[config.mk]
export PLATFORM = sky130hd
export DESIGN_NAME = riscv_core
export DESIGN_NICKNAME = d
export VERILOG_FILES = /design/src/riscv_pkg.sv /design/src/riscv_if.sv /design/src/riscv_rf.sv /design/src/riscv_id.sv /design/src/riscv_ex.sv /design/src/riscv_core.sv
export VERILOG_INCLUDE_DIRS = /design/src
export SDC_FILE = /design/constraint.sdc
export NUM_CORES = 2
export LEC_CHECK = 0
export ABC_CLOCK_PERIOD_IN_PS = 5300
export BUFFER_PORTS_ARGS = -buffer_cell sky130_fd_sc_hd__clkbuf_2
export CORE_MARGIN = 1.5
export CORE_UTILIZATION = 55
export CTS_BUF_LIST = sky130_fd_sc_hd__clkbuf_4 sky130_fd_sc_hd__clkbuf_8
export CTS_CLUSTER_SIZE = 24
export DETAILED_ROUTE_END_ITERATION = 6
export GPL_TIMING_DRIVEN = 0
export PLACE_DENSITY = 0.71
export REMOVE_ABC_BUFFERS = 1
export SETUP_SLACK_MARGIN = 0.1
export SLEW_MARGIN = 25
export SYNTH_ARGS = -nofsm -noshare
export SYNTH_HDL_FRONTEND = slang
export SYNTH_SLANG_ARGS = --single-unit
[constraint.sdc]
create_clock -name clk_i -period 5.3 [get_ports clk_i]
set_input_delay 0.265 -clock clk_i [delete_from_list [all_inputs] [get_ports clk_i]]
set_output_delay 0.265 -clock clk_i [all_outputs]
set_load 0.01 [all_outputs]
[src/riscv_defs.svh]
`ifndef RISCV_DEFS_SVH
`define RISCV_DEFS_SVH

//////////////////////////////////////////////////
// Data path and register file
//////////////////////////////////////////////////

`define RISCV_XLEN      32
`define RISCV_AR_BITS   5

// Address of the first accepted parcel
`define RISCV_PC_INIT   'h200

//////////////////////////////////////////////////
// RV32I major opcodes
//////////////////////////////////////////////////

`define RISCV_OPC_OP    7'b0110011
`define RISCV_OPC_OPIMM 7'b0010011
`define RISCV_OPC_LUI   7'b0110111
`define RISCV_OPC_AUIPC 7'b0010111

//////////////////////////////////////////////////
// ALU funct3 values, shared by OP and OP-IMM
//////////////////////////////////////////////////

`define RISCV_F3_ADDSUB 3'b000
`define RISCV_F3_SLL    3'b001
`define RISCV_F3_SLT    3'b010
`define RISCV_F3_SLTU   3'b011
`define RISCV_F3_XOR    3'b100
`define RISCV_F3_SR     3'b101
`define RISCV_F3_OR     3'b110
`define RISCV_F3_AND    3'b111

// Bit of funct7 that turns ADD into SUB and SRL into SRA
`define RISCV_F7_ALT_BIT 5

`endif

[src/riscv_pkg.sv]
`include "riscv_defs.svh"

package riscv_pkg;

  //////////////////////////////////////////////////
  // Data path types
  //////////////////////////////////////////////////

  // One integer data word
  typedef logic [`RISCV_XLEN-1:0] xlen_t;

  // Register number, x0 to x31
  typedef logic [`RISCV_AR_BITS-1:0] reg_addr_t;

  // One 32-bit instruction parcel
  typedef logic [31:0] instr_t;

  //////////////////////////////////////////////////
  // ALU function select
  //////////////////////////////////////////////////

  typedef enum logic [3:0] {
    ALU_ADD   = 4'd0,
    ALU_SUB   = 4'd1,
    ALU_SLL   = 4'd2,
    ALU_SLT   = 4'd3,
    ALU_SLTU  = 4'd4,
    ALU_XOR   = 4'd5,
    ALU_SRL   = 4'd6,
    ALU_SRA   = 4'd7,
    ALU_OR    = 4'd8,
    ALU_AND   = 4'd9,
    // Forward operand B untouched, for LUI
    ALU_PASSB = 4'd10
  } alu_op_e;

endpackage

[src/riscv_if.sv]
`timescale 1ns/1ps

`include "riscv_defs.svh"

module riscv_if (
  input  logic              clk_i,
  input  logic              rst_n_i,

  // Parcel strobe, no back-pressure
  input  riscv_pkg::instr_t if_parcel_i,
  input  logic              if_parcel_valid_i,

  // Fetch register towards decode
  output riscv_pkg::instr_t if_instr_o,
  output riscv_pkg::xlen_t  if_pc_o,
  output logic              if_valid_o
);

  // Address of the next parcel to be accepted
  riscv_pkg::xlen_t pc;

  //////////////////////////////////////////////////
  // Program counter and valid
  //////////////////////////////////////////////////

  // No branches, so the counter only moves forward
  always_ff @(posedge clk_i or negedge rst_n_i) begin
    if (!rst_n_i) begin
      pc         <= `RISCV_PC_INIT;
      if_valid_o <= 1'b0;
    end else begin
      if_valid_o <= if_parcel_valid_i;
      if (if_parcel_valid_i) begin
        pc <= pc + 32'd4;
      end
    end
  end

  //////////////////////////////////////////////////
  // Parcel register
  //////////////////////////////////////////////////

  // Parcel travels with the PC it was fetched at
  always_ff @(posedge clk_i) begin
    if (if_parcel_valid_i) begin
      if_instr_o <= if_parcel_i;
      if_pc_o    <= pc;
    end
  end

endmodule

[src/riscv_rf.sv]
`timescale 1ns/1ps

`include "riscv_defs.svh"

module riscv_rf (
  input  logic                 clk_i,
  input  logic                 rst_n_i,

  // Read ports, answered in the same cycle
  input  riscv_pkg::reg_addr_t rf_src1_i,
  input  riscv_pkg::reg_addr_t rf_src2_i,
  output riscv_pkg::xlen_t     rf_srcv1_o,
  output riscv_pkg::xlen_t     rf_srcv2_o,

  // Write port from write-back
  input  logic                 rf_we_i,
  input  riscv_pkg::reg_addr_t rf_dst_i,
  input  riscv_pkg::xlen_t     rf_dstv_i
);

  localparam int NUM_REGS = 1 << `RISCV_AR_BITS;

  riscv_pkg::xlen_t regs [NUM_REGS];

  // x0 is never a write target, so it keeps its reset zero
  always_ff @(posedge clk_i or negedge rst_n_i) begin
    if (!rst_n_i) begin
      for (int i = 0; i < NUM_REGS; i++) begin
        regs[i] <= '0;
      end
    end else if (rf_we_i) begin
      regs[rf_dst_i] <= rf_dstv_i;
    end
  end

  // Combinational read
  assign rf_srcv1_o = regs[rf_src1_i];
  assign rf_srcv2_o = regs[rf_src2_i];

endmodule

[src/riscv_id.sv]
`timescale 1ns/1ps

`include "riscv_defs.svh"

module riscv_id (
  input  logic                 clk_i,
  input  logic                 rst_n_i,

  // From fetch
  input  riscv_pkg::instr_t    if_instr_i,
  input  riscv_pkg::xlen_t     if_pc_i,
  input  logic                 if_valid_i,

  // Register file read
  output riscv_pkg::reg_addr_t rf_src1_o,
  output riscv_pkg::reg_addr_t rf_src2_o,
  input  riscv_pkg::xlen_t     rf_srcv1_i,
  input  riscv_pkg::xlen_t     rf_srcv2_i,

  // Bypass sources
  input  riscv_pkg::xlen_t     ex_r_i,
  input  logic                 wb_valid_i,
  input  riscv_pkg::reg_addr_t wb_dst_i,
  input  riscv_pkg::xlen_t     wb_r_i,

  // Towards execute
  output logic                 id_valid_o,
  output riscv_pkg::alu_op_e   id_op_o,
  output riscv_pkg::xlen_t     id_opa_o,
  output riscv_pkg::xlen_t     id_opb_o,
  output riscv_pkg::reg_addr_t id_dst_o
);

  logic [6:0]           opcode;
  logic [2:0]           funct3;
  logic [6:0]           funct7;
  logic                 alt;
  riscv_pkg::reg_addr_t rs1;
  riscv_pkg::reg_addr_t rs2;
  riscv_pkg::reg_addr_t rd;
  riscv_pkg::xlen_t     imm_i;
  riscv_pkg::xlen_t     imm_u;
  riscv_pkg::xlen_t     src1_val;
  riscv_pkg::xlen_t     src2_val;
  riscv_pkg::alu_op_e   f3_op;
  riscv_pkg::alu_op_e   op;
  riscv_pkg::xlen_t     opa;
  riscv_pkg::xlen_t     opb;
  logic                 supported;

  // Copy of the instruction now sitting in execute
  logic                 ex_valid;
  riscv_pkg::reg_addr_t ex_dst;

  //////////////////////////////////////////////////
  // Field extraction
  //////////////////////////////////////////////////

  assign opcode = if_instr_i[6:0];
  assign rd     = if_instr_i[11:7];
  assign funct3 = if_instr_i[14:12];
  assign rs1    = if_instr_i[19:15];
  assign rs2    = if_instr_i[24:20];
  assign funct7 = if_instr_i[31:25];
  assign alt    = funct7[`RISCV_F7_ALT_BIT];

  assign imm_i = {{(`RISCV_XLEN-12){if_instr_i[31]}}, if_instr_i[31:20]};
  assign imm_u = {if_instr_i[31:12], 12'b0};

  assign rf_src1_o = rs1;
  assign rf_src2_o = rs2;

  //////////////////////////////////////////////////
  // Operand bypass
  //////////////////////////////////////////////////

  // Newest value wins: execute, then write-back, then register file
  assign src1_val = (rs1 == '0)                    ? '0     :
                    (ex_valid && ex_dst == rs1)     ? ex_r_i :
                    (wb_valid_i && wb_dst_i == rs1) ? wb_r_i : rf_srcv1_i;
  assign src2_val = (rs2 == '0)                    ? '0     :
                    (ex_valid && ex_dst == rs2)     ? ex_r_i :
                    (wb_valid_i && wb_dst_i == rs2) ? wb_r_i : rf_srcv2_i;

  // funct3 map, SUB only exists in the register form
  always_comb begin
    case (funct3)
      `RISCV_F3_ADDSUB: f3_op = (alt && opcode == `RISCV_OPC_OP) ? riscv_pkg::ALU_SUB
                                                                 : riscv_pkg::ALU_ADD;
      `RISCV_F3_SLL:    f3_op = riscv_pkg::ALU_SLL;
      `RISCV_F3_SLT:    f3_op = riscv_pkg::ALU_SLT;
      `RISCV_F3_SLTU:   f3_op = riscv_pkg::ALU_SLTU;
      `RISCV_F3_XOR:    f3_op = riscv_pkg::ALU_XOR;
      `RISCV_F3_SR:     f3_op = alt ? riscv_pkg::ALU_SRA : riscv_pkg::ALU_SRL;
      `RISCV_F3_OR:     f3_op = riscv_pkg::ALU_OR;
      default:          f3_op = riscv_pkg::ALU_AND;
    endcase
  end

  always_comb begin
    op        = f3_op;
    opa       = src1_val;
    opb       = src2_val;
    supported = 1'b1;
    case (opcode)
      `RISCV_OPC_OP:    ;
      `RISCV_OPC_OPIMM: opb = imm_i;
      `RISCV_OPC_LUI: begin
        op  = riscv_pkg::ALU_PASSB;
        opb = imm_u;
      end
      `RISCV_OPC_AUIPC: begin
        op  = riscv_pkg::ALU_ADD;
        opa = if_pc_i;
        opb = imm_u;
      end
      default: supported = 1'b0;
    endcase
  end

  //////////////////////////////////////////////////
  // Decode register
  //////////////////////////////////////////////////

  // Unsupported opcodes and writes to x0 become bubbles
  always_ff @(posedge clk_i or negedge rst_n_i) begin
    if (!rst_n_i) begin
      ex_valid <= 1'b0;
    end else begin
      ex_valid <= if_valid_i && supported && (rd != '0);
    end
  end

  always_ff @(posedge clk_i) begin
    if (if_valid_i) begin
      id_op_o  <= op;
      id_opa_o <= opa;
      id_opb_o <= opb;
      ex_dst   <= rd;
    end
  end

  assign id_valid_o = ex_valid;
  assign id_dst_o   = ex_dst;

endmodule

[src/riscv_ex.sv]
`timescale 1ns/1ps

`include "riscv_defs.svh"

module riscv_ex (
  input  logic                 clk_i,
  input  logic                 rst_n_i,

  // From decode
  input  logic                 id_valid_i,
  input  riscv_pkg::alu_op_e   id_op_i,
  input  riscv_pkg::xlen_t     id_opa_i,
  input  riscv_pkg::xlen_t     id_opb_i,
  input  riscv_pkg::reg_addr_t id_dst_i,

  // Execute bypass, same cycle
  output riscv_pkg::xlen_t     ex_r_o,

  // Write-back register
  output logic                 wb_valid_o,
  output riscv_pkg::reg_addr_t wb_dst_o,
  output riscv_pkg::xlen_t     wb_r_o
);

  localparam int SHAMT_W = $clog2(`RISCV_XLEN);

  logic [SHAMT_W-1:0] shamt;
  riscv_pkg::xlen_t   alu_r;

  //////////////////////////////////////////////////
  // ALU
  //////////////////////////////////////////////////

  // Only the low bits of operand B count as shift amount
  assign shamt = id_opb_i[SHAMT_W-1:0];

  always_comb begin
    case (id_op_i)
      riscv_pkg::ALU_ADD:   alu_r = id_opa_i + id_opb_i;
      riscv_pkg::ALU_SUB:   alu_r = id_opa_i - id_opb_i;
      riscv_pkg::ALU_SLL:   alu_r = id_opa_i << shamt;
      riscv_pkg::ALU_SLT:
        alu_r = riscv_pkg::xlen_t'($signed(id_opa_i) < $signed(id_opb_i));
      riscv_pkg::ALU_SLTU:  alu_r = riscv_pkg::xlen_t'(id_opa_i < id_opb_i);
      riscv_pkg::ALU_XOR:   alu_r = id_opa_i ^ id_opb_i;
      riscv_pkg::ALU_SRL:   alu_r = id_opa_i >> shamt;
      riscv_pkg::ALU_SRA:   alu_r = $signed(id_opa_i) >>> shamt;
      riscv_pkg::ALU_OR:    alu_r = id_opa_i | id_opb_i;
      riscv_pkg::ALU_AND:   alu_r = id_opa_i & id_opb_i;
      riscv_pkg::ALU_PASSB: alu_r = id_opb_i;
      default:              alu_r = '0;
    endcase
  end

  assign ex_r_o = alu_r;

  //////////////////////////////////////////////////
  // Write-back register
  //////////////////////////////////////////////////

  always_ff @(posedge clk_i or negedge rst_n_i) begin
    if (!rst_n_i) begin
      wb_valid_o <= 1'b0;
    end else begin
      wb_valid_o <= id_valid_i;
    end
  end

  always_ff @(posedge clk_i) begin
    if (id_valid_i) begin
      wb_dst_o <= id_dst_i;
      wb_r_o   <= alu_r;
    end
  end

endmodule

[src/riscv_core.sv]
`timescale 1ns/1ps

module riscv_core (
  input  logic                 clk_i,
  input  logic                 rst_n_i,

  // Instruction strobe
  input  riscv_pkg::instr_t    if_parcel_i,
  input  logic                 if_parcel_valid_i,

  // Results, in issue order
  output logic                 wb_valid_o,
  output riscv_pkg::reg_addr_t wb_dst_o,
  output riscv_pkg::xlen_t     wb_r_o
);

  // Fetch to decode
  riscv_pkg::instr_t    if_instr;
  riscv_pkg::xlen_t     if_pc;
  logic                 if_valid;

  // Decode to register file
  riscv_pkg::reg_addr_t rf_src1;
  riscv_pkg::reg_addr_t rf_src2;
  riscv_pkg::xlen_t     rf_srcv1;
  riscv_pkg::xlen_t     rf_srcv2;

  // Decode to execute
  logic                 id_valid;
  riscv_pkg::alu_op_e   id_op;
  riscv_pkg::xlen_t     id_opa;
  riscv_pkg::xlen_t     id_opb;
  riscv_pkg::reg_addr_t id_dst;

  // Execute bypass
  riscv_pkg::xlen_t     ex_r;

  //////////////////////////////////////////////////
  // Pipeline stages
  //////////////////////////////////////////////////

  riscv_if u_if (
    .clk_i             ( clk_i             ),
    .rst_n_i           ( rst_n_i           ),
    .if_parcel_i       ( if_parcel_i       ),
    .if_parcel_valid_i ( if_parcel_valid_i ),
    .if_instr_o        ( if_instr          ),
    .if_pc_o           ( if_pc             ),
    .if_valid_o        ( if_valid          )
  );

  riscv_id u_id (
    .clk_i      ( clk_i      ),
    .rst_n_i    ( rst_n_i    ),
    .if_instr_i ( if_instr   ),
    .if_pc_i    ( if_pc      ),
    .if_valid_i ( if_valid   ),
    .rf_src1_o  ( rf_src1    ),
    .rf_src2_o  ( rf_src2    ),
    .rf_srcv1_i ( rf_srcv1   ),
    .rf_srcv2_i ( rf_srcv2   ),
    .ex_r_i     ( ex_r       ),
    .wb_valid_i ( wb_valid_o ),
    .wb_dst_i   ( wb_dst_o   ),
    .wb_r_i     ( wb_r_o     ),
    .id_valid_o ( id_valid   ),
    .id_op_o    ( id_op      ),
    .id_opa_o   ( id_opa     ),
    .id_opb_o   ( id_opb     ),
    .id_dst_o   ( id_dst     )
  );

  riscv_ex u_ex (
    .clk_i      ( clk_i      ),
    .rst_n_i    ( rst_n_i    ),
    .id_valid_i ( id_valid   ),
    .id_op_i    ( id_op      ),
    .id_opa_i   ( id_opa     ),
    .id_opb_i   ( id_opb     ),
    .id_dst_i   ( id_dst     ),
    .ex_r_o     ( ex_r       ),
    .wb_valid_o ( wb_valid_o ),
    .wb_dst_o   ( wb_dst_o   ),
    .wb_r_o     ( wb_r_o     )
  );

  // Integer register file, written straight from write-back
  riscv_rf u_rf (
    .clk_i      ( clk_i      ),
    .rst_n_i    ( rst_n_i    ),
    .rf_src1_i  ( rf_src1    ),
    .rf_src2_i  ( rf_src2    ),
    .rf_srcv1_o ( rf_srcv1   ),
    .rf_srcv2_o ( rf_srcv2   ),
    .rf_we_i    ( wb_valid_o ),
    .rf_dst_i   ( wb_dst_o   ),
    .rf_dstv_i  ( wb_r_o     )
  );

endmodule

==> impl_metrics.yaml <==
run_status:
  status: "complete, no violations"
synthesis:
  yosys_warnings: 0
  async_flop_share_pct: 86.0
  netlist_area_um2: 72200
  synth_area_leaders: "dfrtp_1, mux4_2, mux2_2, edfxtp_1, mux2i_1"
  syn_inst: 5264
  ys_types: 103
  synth_ff_type: "dfrtp_1"
  synth_top_area_cell: "dfrtp_1"
  synth_top_area_share_pct: 36.6
  synth-seq-cells: 1229
  seq_area_frac_synth_pct: 43.8
  synth_edf_count: 172
  avgSynthCellArea_um2: 13.7
setup_path:
  slowest_stage: "edfxtp_1"
  path_delay_family: "simple AND/OR/NAND/NOR gates"
  end_kind: "register"
  required_ns: 5.96
  slowest_delay_ns: 0.96
  arrival_ns: 5.85
  crit_type: "register to register"
  critPathLaunchType: "register"
  timing.critical_path.buf_inv: 0
  crit_chain: "nand2b_1 -> or3_1 -> nor2_1 -> a2111oi_0 -> o31ai_1 -> nor4b_2 -> o21ai_2 -> a221o_1"
  cp_max_fo: 15
place:
  hpwl_mm: 170
  post-place-ws_ns: -0.576
  globalplace.congestion: 1.00
  place_inst: 6859
  portBuffers: 72
power_and_ir_drop:
  powerDensity_nw_per_um2: 261
  irDropWorstVdd_mv: 0.300
  p_leak_nw: 37.5
cts:
  path_clk_slew_ns: 0.06
  cts_tree: "built"
  clock_sinks: 1229
  numCtsBuffers: 199
  htreeDepth: 4
  clockRootBuffer: "clkbuf_8"
  insertion_delay_ns: 0.95
  cts_buffer_depth: 3
floorplanning:
  row_count: 132
  core_area_um2: 130000
  fp.dieW_um: 365
  die_area_um2: 133000
  ios: 73
  fp.dieH_um: 365
  start_util_pct: 55.6
timing:
  fin_crit_sh_pct: 98.0
  fmax_mhz: 193
  slew_headroom_pct: 26.1
  finalHoldViolations: 0
  fin_skew_ns: 0.0723
  worstMarginPinSlew_ns: 1.11
  rsz0062_at_grt: "no"
  setup_viol: 0
  period_minus_slack_ns: 5.19
  slew_viol_final: 0
  timing.final.ws_setup_ns: 0.108
detailed_routing:
  num_vias: 51663
  drc: 0
  drt_first_pass_iters: 6
  ant_nets: 0
  dr.first_iter.drc_count: 6731
  viasPerCell: 7.07
  wire_per_inst_um: 33.2
  drt_wl_total_mm: 243
finish:
  fin_cells: 7309
  fin_nets: 5538
  fin_util_pct: 64.4
  drive_above_1_share_pct: 46.1
  synthToLayoutAreaGrowth_pct: 15.8
grt:
  antenna_found_initial: 13
  grt_pass1_wl_mm: 356
  grt-ovfl-total: 0
  grt_usage_pct: 36.8
  grt_pass1_vias: 52053
  grt_max_degree: 87
job:
  drv_cap: 0
worst_hold_path:
  worstHoldPathType: "input pin to register"
-- flip-flops by register name, summed over array words and instances (netlist names) --
| register | count |
|---|---|
| u_ex.wb_valid_o | 1 |
| u_rf.regs | 1024 |
| u_id.id_valid_o | 1 |
| u_id.id_op_o | 4 |
| u_if.pc | 30 |
| u_id.id_opb_o | 32 |
| u_ex.wb_r_o | 32 |
| u_if.if_pc_o | 30 |
| u_id.id_dst_o | 5 |
| u_if.if_instr_o | 32 |
| u_if.if_valid_o | 1 |
| u_ex.wb_dst_o | 5 |
| u_id.id_opa_o | 32 |
-- layout make-up --
class | instances | area, µm²
antenna | 3 | 7.51
clock buffer | 329 | 4050
clock inverter | 39 | 364
fill | 9355 | 46200
inverter | 120 | 455
multi-input combinational | 3414 | 38500
sequential | 1229 | 31600
tap | 1742 | 2180
timing repair buffer | 433 | 6450
-- through the flow --
step	area, µm²	hold WS [ns]	power [W]	TNS [ns]
4_1_cts	83200	0.000698	0.0219	0
5_1_grt	83600	0.0288	0.0225	0
3_5_place_dp	78200	0.157	0.0129	-3.97
2_1_floorplan	70100	-0.0306	0.0117	-432.11
6_report	83600	0.0656	0.0219	0
3_3_place_gp	72700	0.424	0.0129	-
-- power breakdown --
group / total [W] / switching [W] / internal (W)
clock network: 0.00899 / 0.00400 / 0.00499
logic: 0.00283 / 0.00166 / 0.00117
registers: 0.0100 / 0.000264 / 0.00978
total: 0.0219 / 0.00592 / 0.0159
-- cell usage in the layout (no fill, tap or decap), drive strengths merged, types with 17 or more instances in the layout --
| cell | count |
|---|---|
| a211oi | 22 |
| a21o | 21 |
| a21oi | 199 |
| a221oi | 28 |
| a22o | 18 |
| a22oi | 26 |
| and3 | 20 |
| buf | 308 |
| clkbuf | 401 |
| clkinv | 28 |
| dfrtp | 1056 |
| dlygate4sd3 | 53 |
| edfxtp | 172 |
| ha | 104 |
| inv | 127 |
| mux2 | 1043 |
| mux2i | 139 |
| mux4 | 677 |
| nand2 | 205 |
| nand3 | 47 |
| nand4 | 18 |
| nor2 | 263 |
| nor3 | 43 |
| nor4 | 18 |
| o211ai | 22 |
| o21ai | 154 |
| o221ai | 27 |
| o22ai | 25 |
| o31ai | 17 |
| xnor2 | 37 |
| xor2 | 24 |
-- path summary, 6_finish.rpt --
path                                                from                       endpoint  slack [ns]  cells after the start
max                        u_id.id_op_o[2]$_SDFFCE_PP0P_    u_id.id_opa_o[27]$_DFFE_PP_        0.11                      8
min                                      if_parcel_i[20]  u_if.if_instr_o[20]$_DFFE_PP_        0.07                      2
max reg2reg                u_id.id_op_o[2]$_SDFFCE_PP0P_    u_id.id_opa_o[27]$_DFFE_PP_        0.11                      8
min reg2reg                 u_if.if_instr_o[9]$_DFFE_PP_     u_id.id_dst_o[2]$_DFFE_PP_        0.46                      0
max in group asynchronous                        rst_n_i     u_rf.regs[634]$_DFFE_PN0P_        2.81                      8
min in group asynchronous                        rst_n_i     u_rf.regs[467]$_DFFE_PN0P_        0.52                      4
-- logic make-up after synthesis --
| group | share of synthesized area (%) |
|---|---|
| adders and majority gates | 1.86 |
| and+or+nand+nor | 4.32 |
| DFF | 43.8 |
| AOI/OAI and AO/OA | 6.48 |
| xor gates and xnor gates | 0.740 |
| muxes | 39.3 |
| buffers and inverters | 3.47 |
-- repair_timing --
item                                    CTS  global route
setup buffers                             0             2
hold buffers                             53             0
gates resized for setup                   7             3
endpoints found under the setup margin   24            11
pin swaps                                 0             1
endpoints found under the hold margin   560             0
-- synth_stat cells, drive strengths merged (13+ instances only) --
library cell,number
a22o,18
o21a,13
nor2,263
mux2,1043
nor3,43
o221ai,27
a22oi,26
nand3,47
nor4,18
nand4,18
dfrtp,1056
ha,104
a31oi,14
mux4,677
xor2,24
a21o,21
a211oi,22
nand2,205
clkbuf,317
o22ai,25
buf,184
a221oi,28
a221o,15
inv,119
edfxtp,172
nor2b,13
o211ai,22
mux2i,139
o31ai,17
xnor2,37
and3,20
o21ai,154
a21oi,199
-- routing by layer --
| layer | routed length, µm | vias up | track usage (%) |
|---|---|---|---|
| li1 | - | 20664 | - |
| met1 | 98100 | 27116 | 53.3 |
| met2 | 106000 | 3160 | 52.5 |
| met3 | 27900 | 713 | 10.3 |
| met4 | 10900 | 10 | 15.1 |
| met5 | 65 | - | 0 |
-- worst reg2reg max path: stages (launching register included) --
cell and delay [ns]:
edfxtp_1 0.96, nand2b_1 0.77, or3_1 0.82, nor2_1 0.08, a2111oi_0 0.75, o31ai_1 0.20, nor4b_2 0.62, o21ai_2 0.33
a221o_1 0.41
(Power assumes the default switching activity.)
